--- src/common/uart_string_pkg.sv ---
//==========================================================================
// shared types and constants for the uart string link
// 8N1 receive and 8N2 transmit at a fixed baud, derived from a 50 MHz clock
// payload limited to MAX_LEN bytes, byte 0 in the lowest bits of string_t
// state literals carry a prefix so the three enums can share one scope
//==========================================================================
`default_nettype none

package uart_string_pkg;

	typedef logic [7:0] byte_t;

	localparam int MAX_LEN = 32;

	// 6 bits, so oversize requests stay visible before clamping
	typedef logic [5:0] len_t;
	typedef logic [8*MAX_LEN-1:0] string_t;

	typedef struct packed {
		string_t data;
		len_t    length;
	} str_msg_t;

	// baud timing
	localparam int CLK_FREQ_HZ = 50_000_000;
	localparam int BAUD_RATE   = 115_200;

	typedef logic [15:0] baud_cnt_t;

	localparam baud_cnt_t CLKS_PER_BIT      = baud_cnt_t'(CLK_FREQ_HZ / BAUD_RATE);
	localparam baud_cnt_t CLKS_PER_HALF_BIT = baud_cnt_t'(CLK_FREQ_HZ / BAUD_RATE / 2);

	localparam int TX_STOP_BITS = 2;

	// frame delimiter, the character "&"
	localparam byte_t DELIM = 8'h26;

	typedef enum logic [2:0] {
		FR_IDLE, FR_OPEN1, FR_OPEN2, FR_PAYLOAD, FR_CLOSE1, FR_CLOSE2, FR_FINISH
	} framer_state_t;

	typedef enum logic [1:0] {
		DF_HUNT, DF_OPEN2, DF_CONTENT, DF_CLOSE2
	} deframer_state_t;

	// used by both uart_rx and uart_tx
	typedef enum logic [1:0] {
		UART_IDLE, UART_START, UART_DATA, UART_STOP
	} uart_state_t;

endpackage

`default_nettype wire

--- src/hw/uart_rx.sv ---
//==========================================================================
// uart receiver, 8 data bits, no parity, one stop bit checked
// rxd passes two sync flops, bits are sampled at mid-bit
// a low stop bit drops the byte without any error indication
//==========================================================================
`timescale 1ns/1ps
`default_nettype none

module uart_rx
	import uart_string_pkg::*;
(
	input  wire         sys_clk,
	input  wire         sys_rst_n,
	input  wire         rxd,
	output byte_t       rx_byte,
	output logic        rx_valid
);

	logic [2:0]  rxd_sync;
	logic        line;
	logic        line_fall;
	uart_state_t state;
	baud_cnt_t   cnt;
	logic [2:0]  bit_idx;
	byte_t       shift_q;

	// bit 1 is the synchronised line, bit 2 its previous value
	assign line      = rxd_sync[1];
	assign line_fall = rxd_sync[2] & ~rxd_sync[1];
	assign rx_byte   = shift_q;

	always_ff @(posedge sys_clk or negedge sys_rst_n) begin
		if (!sys_rst_n) begin
			rxd_sync <= '1;
		end else begin
			rxd_sync <= {rxd_sync[1:0], rxd};
		end
	end

	always_ff @(posedge sys_clk or negedge sys_rst_n) begin
		if (!sys_rst_n) begin
			state    <= UART_IDLE;
			cnt      <= '0;
			bit_idx  <= '0;
			rx_valid <= 1'b0;
		end else begin
			rx_valid <= 1'b0;
			case (state)
				UART_IDLE: begin
					cnt     <= '0;
					bit_idx <= '0;
					if (line_fall)
						state <= UART_START;
				end
				UART_START: begin
					// glitch shorter than half a bit goes back to idle
					if (cnt == CLKS_PER_HALF_BIT - 16'd1) begin
						cnt   <= '0;
						state <= line ? UART_IDLE : UART_DATA;
					end else begin
						cnt <= cnt + 16'd1;
					end
				end
				UART_DATA: begin
					if (cnt == CLKS_PER_BIT - 16'd1) begin
						cnt     <= '0;
						bit_idx <= bit_idx + 3'd1;
						if (bit_idx == 3'd7)
							state <= UART_STOP;
					end else begin
						cnt <= cnt + 16'd1;
					end
				end
				UART_STOP: begin
					if (cnt == CLKS_PER_BIT - 16'd1) begin
						cnt      <= '0;
						rx_valid <= line;
						state    <= UART_IDLE;
					end else begin
						cnt <= cnt + 16'd1;
					end
				end
				default: state <= UART_IDLE;
			endcase
		end
	end

	// lsb first, shifted in from the top
	always_ff @(posedge sys_clk) begin
		if (state == UART_DATA && cnt == CLKS_PER_BIT - 16'd1)
			shift_q <= {line, shift_q[7:1]};
	end

endmodule

`default_nettype wire

--- src/hw/uart_string_link.sv ---
//==========================================================================
// uart string link top, receive chain and transmit chain side by side
// the two chains are independent, loopback is left to the outside
//==========================================================================
`timescale 1ns/1ps
`default_nettype none

module uart_string_link
	import uart_string_pkg::*;
(
	input  wire           sys_clk,
	input  wire           sys_rst_n,
	input  wire str_msg_t tx_msg,
	input  wire           tx_req,
	output logic          tx_busy,
	output logic          tx_done,
	output str_msg_t      rx_msg,
	output logic          rx_busy,
	output logic          rx_done,
	output logic          rx_error,
	input  wire           uart_rx_port,
	output logic          uart_tx_port
);

	byte_t rx_byte;
	logic  rx_valid;
	byte_t tx_byte;
	logic  tx_start;
	logic  tx_byte_done;

	// receive chain
	uart_rx u_uart_rx (
		.sys_clk   (sys_clk),
		.sys_rst_n (sys_rst_n),
		.rxd       (uart_rx_port),
		.rx_byte   (rx_byte),
		.rx_valid  (rx_valid)
	);

	string_deframer u_deframer (
		.sys_clk   (sys_clk),
		.sys_rst_n (sys_rst_n),
		.rx_byte   (rx_byte),
		.rx_valid  (rx_valid),
		.rx_msg    (rx_msg),
		.rx_busy   (rx_busy),
		.rx_done   (rx_done),
		.rx_error  (rx_error)
	);

	// transmit chain
	string_framer u_framer (
		.sys_clk      (sys_clk),
		.sys_rst_n    (sys_rst_n),
		.tx_msg       (tx_msg),
		.tx_req       (tx_req),
		.tx_busy      (tx_busy),
		.tx_done      (tx_done),
		.tx_byte      (tx_byte),
		.tx_start     (tx_start),
		.tx_byte_done (tx_byte_done)
	);

	uart_tx u_uart_tx (
		.sys_clk      (sys_clk),
		.sys_rst_n    (sys_rst_n),
		.tx_byte      (tx_byte),
		.tx_start     (tx_start),
		.txd          (uart_tx_port),
		.tx_byte_done (tx_byte_done)
	);

endmodule

`default_nettype wire

--- src/hw/uart_tx.sv ---
//==========================================================================
// uart transmitter, start bit, 8 data bits lsb first, TX_STOP_BITS stops
// tx_start is only legal while idle, there is no request queue
// tx_byte_done marks the last cycle of the final stop bit
//==========================================================================
`timescale 1ns/1ps
`default_nettype none

module uart_tx
	import uart_string_pkg::*;
(
	input  wire         sys_clk,
	input  wire         sys_rst_n,
	input  wire byte_t  tx_byte,
	input  wire         tx_start,
	output logic        txd,
	output logic        tx_byte_done
);

	localparam logic [2:0] STOP_LAST = 3'(TX_STOP_BITS - 1);

	uart_state_t state;
	baud_cnt_t   cnt;
	logic [2:0]  bit_idx;
	byte_t       byte_q;
	logic        bit_end;

	assign bit_end      = (cnt == CLKS_PER_BIT - 16'd1);
	assign tx_byte_done = (state == UART_STOP) && bit_end && (bit_idx == STOP_LAST);

	always_ff @(posedge sys_clk) begin
		if (tx_start && state == UART_IDLE)
			byte_q <= tx_byte;
	end

	always_ff @(posedge sys_clk or negedge sys_rst_n) begin
		if (!sys_rst_n) begin
			state   <= UART_IDLE;
			cnt     <= '0;
			bit_idx <= '0;
			txd     <= 1'b1;
		end else begin
			cnt <= bit_end ? '0 : cnt + 16'd1;
			case (state)
				UART_IDLE: begin
					cnt     <= '0;
					bit_idx <= '0;
					if (tx_start) begin
						txd   <= 1'b0;
						state <= UART_START;
					end
				end
				UART_START: begin
					if (bit_end) begin
						txd   <= byte_q[0];
						state <= UART_DATA;
					end
				end
				UART_DATA: begin
					if (bit_end) begin
						if (bit_idx == 3'd7) begin
							txd     <= 1'b1;
							bit_idx <= '0;
							state   <= UART_STOP;
						end else begin
							txd     <= byte_q[bit_idx + 3'd1];
							bit_idx <= bit_idx + 3'd1;
						end
					end
				end
				UART_STOP: begin
					if (bit_end) begin
						bit_idx <= bit_idx + 3'd1;
						if (bit_idx == STOP_LAST)
							state <= UART_IDLE;
					end
				end
				default: state <= UART_IDLE;
			endcase
		end
	end

	// the framer must wait for tx_byte_done before the next byte
	a_start_only_idle: assert property (
		@(posedge sys_clk) disable iff (!sys_rst_n)
		tx_start |-> state == UART_IDLE
	);

endmodule

`default_nettype wire

--- src/string_link/string_deframer.sv ---
//==========================================================================
// finds "&&payload&&" frames in the received byte stream
// a single "&" inside the payload is kept, "&&" always closes the frame
// payload over MAX_LEN bytes gives rx_error and rx_msg keeps its old value
//==========================================================================
`timescale 1ns/1ps
`default_nettype none

module string_deframer
	import uart_string_pkg::*;
(
	input  wire         sys_clk,
	input  wire         sys_rst_n,
	input  wire byte_t  rx_byte,
	input  wire         rx_valid,
	output str_msg_t    rx_msg,
	output logic        rx_busy,
	output logic        rx_done,
	output logic        rx_error
);

	deframer_state_t state;
	string_t         data_q;
	len_t            cnt_q;
	logic            is_delim;
	logic            frame_end;
	logic            store_one;
	logic            store_pair;
	logic            overflow;

	assign is_delim = (rx_byte == DELIM);
	assign rx_busy  = (state != DF_HUNT);

	// second "&" after a held one closes the frame
	assign frame_end  = rx_valid && (state == DF_CLOSE2) && is_delim;
	assign store_one  = rx_valid && (state == DF_CONTENT) && !is_delim
	                    && (cnt_q < len_t'(MAX_LEN));
	// held "&" plus the current byte
	assign store_pair = rx_valid && (state == DF_CLOSE2) && !is_delim
	                    && (cnt_q <= len_t'(MAX_LEN - 2));
	assign overflow   = rx_valid && !is_delim && !store_one && !store_pair
	                    && ((state == DF_CONTENT) || (state == DF_CLOSE2));

	always_ff @(posedge sys_clk or negedge sys_rst_n) begin
		if (!sys_rst_n) begin
			state    <= DF_HUNT;
			cnt_q    <= '0;
			rx_done  <= 1'b0;
			rx_error <= 1'b0;
		end else begin
			rx_done  <= frame_end;
			rx_error <= overflow;
			if (store_one)
				cnt_q <= cnt_q + 6'd1;
			else if (store_pair)
				cnt_q <= cnt_q + 6'd2;
			else if (rx_valid && state == DF_OPEN2)
				cnt_q <= '0;

			if (rx_valid) begin
				case (state)
					DF_HUNT:
						if (is_delim)
							state <= DF_OPEN2;
					DF_OPEN2:
						state <= is_delim ? DF_CONTENT : DF_HUNT;
					DF_CONTENT:
						if (is_delim)
							state <= DF_CLOSE2;
						else if (overflow)
							state <= DF_HUNT;
					DF_CLOSE2:
						if (frame_end || overflow)
							state <= DF_HUNT;
						else
							state <= DF_CONTENT;
					default: state <= DF_HUNT;
				endcase
			end
		end
	end

	// payload buffer, cleared when a frame opens so unused bytes read zero
	always_ff @(posedge sys_clk) begin
		if (rx_valid && state == DF_OPEN2 && is_delim)
			data_q <= '0;
		if (store_one)
			data_q[8*cnt_q +: 8] <= rx_byte;
		if (store_pair) begin
			data_q[8*cnt_q +: 8]     <= DELIM;
			data_q[8*cnt_q + 8 +: 8] <= rx_byte;
		end
		if (frame_end)
			rx_msg <= '{data: data_q, length: cnt_q};
	end

	// delivered length never exceeds the buffer
	a_done_len: assert property (
		@(posedge sys_clk) disable iff (!sys_rst_n)
		rx_done |-> rx_msg.length <= len_t'(MAX_LEN)
	);

endmodule

`default_nettype wire

--- src/string_link/string_framer.sv ---
//==========================================================================
// wraps a latched string as "&&payload&&" and feeds uart_tx byte by byte
// requests longer than MAX_LEN are clamped, tx_req while busy is dropped
// a zero length request sends "&&&&"
//==========================================================================
`timescale 1ns/1ps
`default_nettype none

module string_framer
	import uart_string_pkg::*;
(
	input  wire           sys_clk,
	input  wire           sys_rst_n,
	input  wire str_msg_t tx_msg,
	input  wire           tx_req,
	output logic          tx_busy,
	output logic          tx_done,
	output byte_t         tx_byte,
	output logic          tx_start,
	input  wire           tx_byte_done
);

	framer_state_t state;
	string_t       data_q;
	len_t          len_q;
	len_t          byte_idx;
	logic          accept;

	// FINISH already counts as not busy
	assign tx_busy = (state != FR_IDLE) && (state != FR_FINISH);
	assign tx_done = (state == FR_FINISH);
	assign accept  = tx_req && !tx_busy;

	always_ff @(posedge sys_clk) begin
		if (accept)
			data_q <= tx_msg.data;
	end

	always_ff @(posedge sys_clk or negedge sys_rst_n) begin
		if (!sys_rst_n) begin
			state    <= FR_IDLE;
			len_q    <= '0;
			byte_idx <= '0;
			tx_byte  <= '0;
			tx_start <= 1'b0;
		end else begin
			tx_start <= 1'b0;
			if (accept) begin
				len_q    <= (tx_msg.length > len_t'(MAX_LEN)) ? len_t'(MAX_LEN)
				                                               : tx_msg.length;
				byte_idx <= '0;
				tx_byte  <= DELIM;
				tx_start <= 1'b1;
				state    <= FR_OPEN1;
			end else if (state == FR_FINISH) begin
				state <= FR_IDLE;
			end else if (tx_byte_done) begin
				// each state names the byte now on the line
				case (state)
					FR_OPEN1: begin
						tx_byte  <= DELIM;
						tx_start <= 1'b1;
						state    <= FR_OPEN2;
					end
					FR_OPEN2, FR_PAYLOAD: begin
						tx_start <= 1'b1;
						if (byte_idx == len_q) begin
							tx_byte <= DELIM;
							state   <= FR_CLOSE1;
						end else begin
							tx_byte  <= data_q[8*byte_idx +: 8];
							byte_idx <= byte_idx + 6'd1;
							state    <= FR_PAYLOAD;
						end
					end
					FR_CLOSE1: begin
						tx_byte  <= DELIM;
						tx_start <= 1'b1;
						state    <= FR_CLOSE2;
					end
					FR_CLOSE2: state <= FR_FINISH;
					default:   state <= FR_IDLE;
				endcase
			end
		end
	end

	// clamp holds for the whole transfer, payload reads stay inside data_q
	a_len_clamped: assert property (
		@(posedge sys_clk) disable iff (!sys_rst_n)
		tx_busy |-> (len_q <= len_t'(MAX_LEN)) && (byte_idx <= len_q)
	);

endmodule

`default_nettype wire

--- config.mk ---
export PLATFORM = sky130hd
export DESIGN_NAME = uart_string_link
export DESIGN_NICKNAME = d
export VERILOG_FILES = /design/src/common/uart_string_pkg.sv /design/src/hw/uart_rx.sv /design/src/hw/uart_string_link.sv /design/src/hw/uart_tx.sv /design/src/string_link/string_deframer.sv /design/src/string_link/string_framer.sv
export SDC_FILE = /design/constraint.sdc
export NUM_CORES = 1
export LEC_CHECK = 0
export BUFFER_PORTS_ARGS = -buffer_cell sky130_fd_sc_hd__buf_2
export CAP_MARGIN = 5
export CORE_ASPECT_RATIO = 0.8
export CORE_MARGIN = 2
export CORE_UTILIZATION = 25
export CTS_BUF_LIST = sky130_fd_sc_hd__clkbuf_2 sky130_fd_sc_hd__clkbuf_4 sky130_fd_sc_hd__clkbuf_8
export DETAILED_ROUTE_END_ITERATION = 6
export GPL_ROUTABILITY_DRIVEN = 0
export GPL_TIMING_DRIVEN = 0
export HOLD_SLACK_MARGIN = 0.12
export PLACE_DENSITY_LB_ADDON = 0.25
export REMOVE_ABC_BUFFERS = 1
export SETUP_SLACK_MARGIN = 0.2
export SLEW_MARGIN = 20
export SYNTH_ARGS = -nofsm -noshare
export SYNTH_HDL_FRONTEND = slang
export SYNTH_SLANG_ARGS = --single-unit
--- constraint.sdc ---
create_clock -name sys_clk -period 13.1 [get_ports sys_clk]
set_input_delay 0.655 -clock sys_clk [delete_from_list [all_inputs] [get_ports sys_clk]]
set_output_delay 0.655 -clock sys_clk [all_outputs]
set_load 0.005 [all_outputs]
# Word-level counts from Yosys, hierarchy flattened
# Index checks and enable logic that the tools add are counted.
[op_classes]
mux = 69
addsub = 10
n_reduce_logical = 50
bitwise_logic = 2
eq_ne = 39
n_shift = 6
n_lt_le_gt_ge = 4
[ops]
columns = ["op", "n"]
rows = [
  ["$bwmux W256", 3],
  ["$mux W256", 3],
  ["$shift A8 B34 Y256 const A", 2],
  ["$shiftx A8 B34 Y256", 2],
  ["$shiftx A256 B10 Y8", 1],
  ["$shiftx A8 B34 Y256 const A", 1],
  ["$mux W16", 4],
  ["$mux W6", 9],
  ["$pmux W16 S3", 1],
  ["$mux W2", 17],
  ["$neg A32 Y34", 1],
  ["$neg A9 Y34", 1],
  ["$add A16 B1 Y16 const B", 2],
  ["$eq A16 B9 Y1 const B", 2],
  ["$mux W8", 4],
  ["$mux W3", 8],
  ["$ne A2 B1 Y1 const B", 12],
  ["$pmux W2 S4", 3],
  ["$logic_and A1 B1 Y1", 19],
  ["$reduce_bool A3 Y1", 6],
  ["$eq A16 B8 Y1 const B", 1],
  ["$pmux W8 S2", 1],
  ["$eq A3 B3 Y1 const B", 5],
  ["$add A6 B1 Y6 const B", 2],
  ["35 further kinds", 70],
]
[totals]
elab_cells = 204
ff_bits = 871

# Depth between registers and ports, before layout
[depth]
word_depth = 11
mapped_depth = 16
mapped_depth_nobuf = 14

# Modules after synthesis
# A second synthesis with hierarchy kept.
[unflattened]
cells_unflattened = 2541
hier_area_um2 = 34254.1
[by_module_without_submodules]
columns = ["module", "n_inst", "seq_area_each_um2", "area_each_um2", "cells_per_inst"]
rows = [
  ["string_deframer", 1, 13242.7, 20101.8, 1694],
  ["string_framer", 1, 8287.9, 11044.3, 576],
  ["uart_tx", 1, 792.0, 1625.3, 143],
  ["uart_rx", 1, 869.6, 1482.7, 128],
]

# Worst setup path after synthesis
# Ideal clock, no wire load.
[synth_path]
kind = "register -> register"
start = "reg u_uart_rx.shift_q[4], in the netlist u_uart_rx.rx_byte[4]"
end = "reg u_deframer.rx_done"
required_time_ns = 11.837
t_arrival_ns = 12.031
stages_incl_launch_ff = 5
path_slack_ns = -0.194
synth_period_minus_slack_ns = 13.294
cell_sequence = "edfxtp_1 -> buf_2 -> nor4b_1 -> nand2_1 -> nor2_1"
[synth_between]
elab_chain_cells = 2
[synth_lines]
columns = ["item", "line", "rtl"]
rows = [
  ["start: declaration", "uart_rx.sv:25", "byte_t shift_q;"],
  ["start signal: assignment", "uart_rx.sv:91", "shift_q <= {line, shift_q[7:1]};"],
  ["$eq A8 B6 Y1", "string_deframer.sv:31", "assign is_delim = (rx_byte == DELIM);"],
  ["$logic_and A1 B1 Y1", "string_deframer.sv:35", "assign frame_end = rx_valid && (state == DF_CLOSE2) && is_delim;"],
  ["named net u_deframer.frame_end", "string_deframer.sv:26", "logic frame_end;"],
  ["end signal: assignment", "string_deframer.sv:51", "rx_done <= frame_end;"],
  ["end: declaration", "string_deframer.sv:18", "output logic rx_done,"],
]
# The timed path passes the listed nets, and every way through them passes these cells.
# A chain may end at the register's enable or synchronous reset.

# Worst setup path after layout
[layout_path]
start = "reg u_deframer.cnt_q[2]"
end = "reg u_deframer.data_q[8]"
[layout_between]
elab_chain_cells = 7
word_cells_on_any_way = 17
cone_classes = "add/sub (3); order compare (2); shift (5); mux (5); reduce/logical (2)"
[layout_lines]
columns = ["item", "line", "rtl"]
rows = [
  ["start: declaration", "string_deframer.sv:24", "len_t cnt_q;"],
  ["start signal: assignment", "string_deframer.sv:54", "cnt_q <= cnt_q + 6'd1;"],
  ["start signal: assignment", "string_deframer.sv:56", "cnt_q <= cnt_q + 6'd2;"],
  ["branches (longest 6 deep; another with $neg A32 Y34)", "n/a", ""],
  ["$mux W256 *", "string_deframer.sv:89", "if (store_pair) begin"],
  ["end signal: indexed assignment", "string_deframer.sv:88", "data_q[8*cnt_q +: 8] <= rx_byte;"],
  ["end signal: indexed assignment", "string_deframer.sv:91", "data_q[8*cnt_q + 8 +: 8] <= rx_byte;"],
  ["end: declaration", "string_deframer.sv:23", "string_t data_q;"],
]
# Mark *: on every way between the ends.

==> flow_summary.json <==
{
  "grt_usage_pct": 16.9,
  "synth-async-reset-ratio_pct": 9.30,
  "synth_area_leaders": "edfxtp_1, dfxtp_1, dfrtp_1",
  "ctsResizeCount": 0,
  "final.setup.worst_slack_ns": 7.53,
  "setup_viol": 0,
  "p_comb_share_pct": 2.6,
  "met3_usage_pct": 3.79,
  "num_io_pins": 534,
  "switching_share_pct": 22.2,
  "rr_worst_depth": 14,
  "grt_max_degree": 110,
  "grt_use_met2_pct": 27.5,
  "firstDrtPassIters": 6,
  "grt_overflow": 0,
  "synth-compound-area-share_pct": 13.5,
  "avgViaCountPerCell": 4.92,
  "grt_first_pass_wirelength_microns": 186000,
  "worst-path-max-fanout": 18,
  "cpMostUsedCell": "o21ai_0",
  "p_seq_share_pct": 52.4,
  "wirelength_microns": 129000,
  "slew_headroom_pct": 21.7,
  "synth_most_common_cell": "edfxtp_1",
  "ctsLongestPathBuffers": 3,
  "period_minus_slack_ns": 5.57,
  "cp-end-kind": "flop",
  "crit_path_start_kind": "flop",
  "whs_ns": 0.357,
  "dpl.hpwl_microns": 91200,
  "fp.dieW_microns": 430,
  "met1_usage_pct": 21.9,
  "finalInstanceArea_sq_um": 47300,
  "synthXorXnorAreaFrac_pct": 1.33,
  "slew_violations": 0,
  "power_density_nw_per_um2": 117,
  "rrSetupSlack_ns": 7.53,
  "synthTopCellsByCount": "edfxtp_1, nor2_1, nand2_1, dfxtp_1, clkbuf_1",
  "fin_worst_skew_ns": 0.0523,
  "worst-path-stages": 14,
  "peakVddDrop_mv": 0.103,
  "synth.area.mux_share_pct": 5.36,
  "port_buffers": 533,
  "clk_root_buffer_cell": "clkbuf_8",
  "cts.sinks": 871,
  "dieArea_sq_um": 148000,
  "initial_utilization_pct": 25.3,
  "synthesis.area_sq_um": 36300,
  "cts.reportedPaths.clkPinSlew_ns": 0.06,
  "synth_cell_types": 88,
  "arrival_ns": 6.29,
  "crit_family": "compound AO/OA/AOI/OAI gates",
  "critPathLaunch": "u_deframer.cnt_q[2]",
  "syn_to_final_growth_pct": 30.6,
  "place_worst_setup_slack_ns": 7.55,
  "max_freq_mhz": 179,
  "hold_path_class": "primary input to async pin",
  "clkPwrFrac_pct": 45.0,
  "rsz0062_at_grt": "no",
  "run_status": "finished clean",
  "layout.nets": 4063,
  "intPower_mw": 4.32,
  "drive_above_1_share_pct": 25.7,
  "syn_avg_cell_area_sq_um": 12.3,
  "synth_top_family_by_area": "compound AO/OA/AOI/OAI gates",
  "dieHeight_microns": 345,
  "clk_latency_ns": 0.85,
  "yosysWarnings": 0,
  "synth_edf_count": 534,
  "post_dp_cell_area_sq_um": 41600,
  "vias": 28500,
  "synth_top_area_cell": "edfxtp_1",
  "grt_pass1_vias": 27900,
  "max_cap_viol_count": 0,
  "drcViolationCount": 0,
  "busiest_layer": "met2",
  "seq_area_frac_synth_pct": 64.0,
  "yosys.area_share.simple_pct": 12.4,
  "drt_iter0_markers": 2659,
  "numCtsBuffers": 147,
  "synth_cells": 2948,
  "cp_cell_sequence": "ha_1 -> nand4_1 -> nor2_1 -> a21oi_1 -> nor2_1 -> inv_1 -> ha_1 -> nand2b_1 -> a31oi_1 -> nand2_1 -> a2111oi_0 -> o21ai_0 -> o21ai_0 -> o21ai_0",
  "ys.flop_type": "edfxtp_1",
  "cts.htree.levels": 4,
  "coreArea_sq_um": 144000,
  "ys_seq_elements": 871,
  "switching_power_mw": 1.23,
  "synth_top_area_share_pct": 44.2,
  "critical-path-max-stage-delay_ns": 0.97,
  "routedWlPerCell_microns": 22.2,
  "critPathKind": "flop to flop",
  "reg2reg_from": "u_deframer.cnt_q[2]",
  "utilization_pct": 33.0,
  "cts_tree": "done",
  "worst_pin_slew_ns": 1.17,
  "crit_buf_inv": 1,
  "std_cell_rows": 124,
  "leakagePower_nw": 18.1,
  "slowest_stage": "ha_1",
  "ant_nets": 0,
  "synthAdderAreaFrac_pct": 0.897,
  "finalCritPeriodShare_pct": 42.5,
  "worst_ep_required_time_ns": 13.82,
  "antenna_found_initial": 15,
  "hold_viol_final": 0
}
-- cells in the final DEF (no fill, tap or decap), drive strengths merged, types with 32 or more instances in the layout --
cell type / n
nor3: 39
a211oi: 34
buf: 595
a311oi: 69
o21ai: 137
mux4: 70
o22ai: 113
xor2: 32
clkinv: 43
nor2: 345
a31oi: 131
and3: 81
edfxtp: 534
dfrtp: 77
dlygate4sd3: 270
clkbuf: 213
a21oi: 45
a221oi: 34
dfxtp: 256
nand3: 134
nand2: 262
-- metal layers --
| metal | vias up | routed length (microns) |
|---|---|---|
| li1 | 13000 | - |
| met1 | 14100 | 54400 |
| met2 | 1178 | 61600 |
| met3 | 218 | 9060 |
| met4 | 4 | 3520 |
| met5 | - | 26 |
-- power groups by stage --
stage	sequential, mW	combinational [mW]	clock, mW
after CTS	2.91	0.148	2.59
after global routing	2.91	0.161	2.70
after detailed placement	2.97	0.0802	0
final	2.91	0.147	2.50
after global placement	2.97	0.0736	0
after floorplan	2.97	0.0219	0
-- what timing repair did --
| item | in CTS | in global routing |
|---|---|---|
| hold buffers | 270 | 0 |
| endpoints found under the hold margin | 342 | 0 |
| setup buffers | 0 | 0 |
-- sequential cells by signal, summed over array words and instances (netlist names), 2 cells and up, named ones only --
signal              count
u_uart_rx.rx_byte       8
u_deframer.cnt_q        6
u_framer.byte_idx       6
u_uart_rx.bit_idx       3
u_deframer.state        2
u_deframer.rx_msg     262
u_deframer.data_q     256
u_uart_tx.state         2
u_uart_rx.rxd_sync      3
u_uart_rx.cnt          16
u_uart_tx.cnt          16
u_uart_tx.byte_q        8
u_framer.data_q       256
u_uart_tx.bit_idx       3
u_framer.tx_byte        8
u_framer.len_q          6
u_framer.state          3
-- path summary, 6_finish.rpt --
| kind | end |
|---|---|
| max | u_deframer.data_q[8] |
| min in group sys_clk | u_uart_rx.rxd_sync[1] |
| min | u_framer.tx_byte[4] |
| max reg2reg | u_deframer.data_q[8] |
| max in group asynchronous | u_uart_rx.rxd_sync[0] |
| min reg2reg | u_uart_rx.rxd_sync[1] |
-- layout make-up --
cell class,instances,area [sq um]
Sequential cell,871,23200
Inverter,24,97.6
Clock inverter,54,364
Clock buffer,213,2610
Tap cell,1890,2360
Antenna cell,11,27.5
Timing Repair Buffer,865,6370
Fill cell,14200,96200
Multi-Input combinational cell,1862,12300
-- kinds of logic after synthesis --
family / count (synthesis)
XOR/XNOR: 55
flip-flops: 871
buffers and inverters: 215
AO/OA/AOI/OAI: 708
multiplexers: 105
AND/OR/NAND/NOR: 968
adder cells (fa/ha/maj): 26
-- metrics by stage --
stage | std cells | power (mW) | setup TNS, ns
5_1_grt | 5789 | 5.78 | 0
3_3_place_gp | 5180 | 3.04 | -1685.70
2_1_floorplan | 2757 | 2.99 | -0.302
6_report | 5790 | 5.56 | 0
3_5_place_dp | 5242 | 3.05 | 0
4_1_cts | 5779 | 5.65 | 0
(Power assumes the default switching activity.)
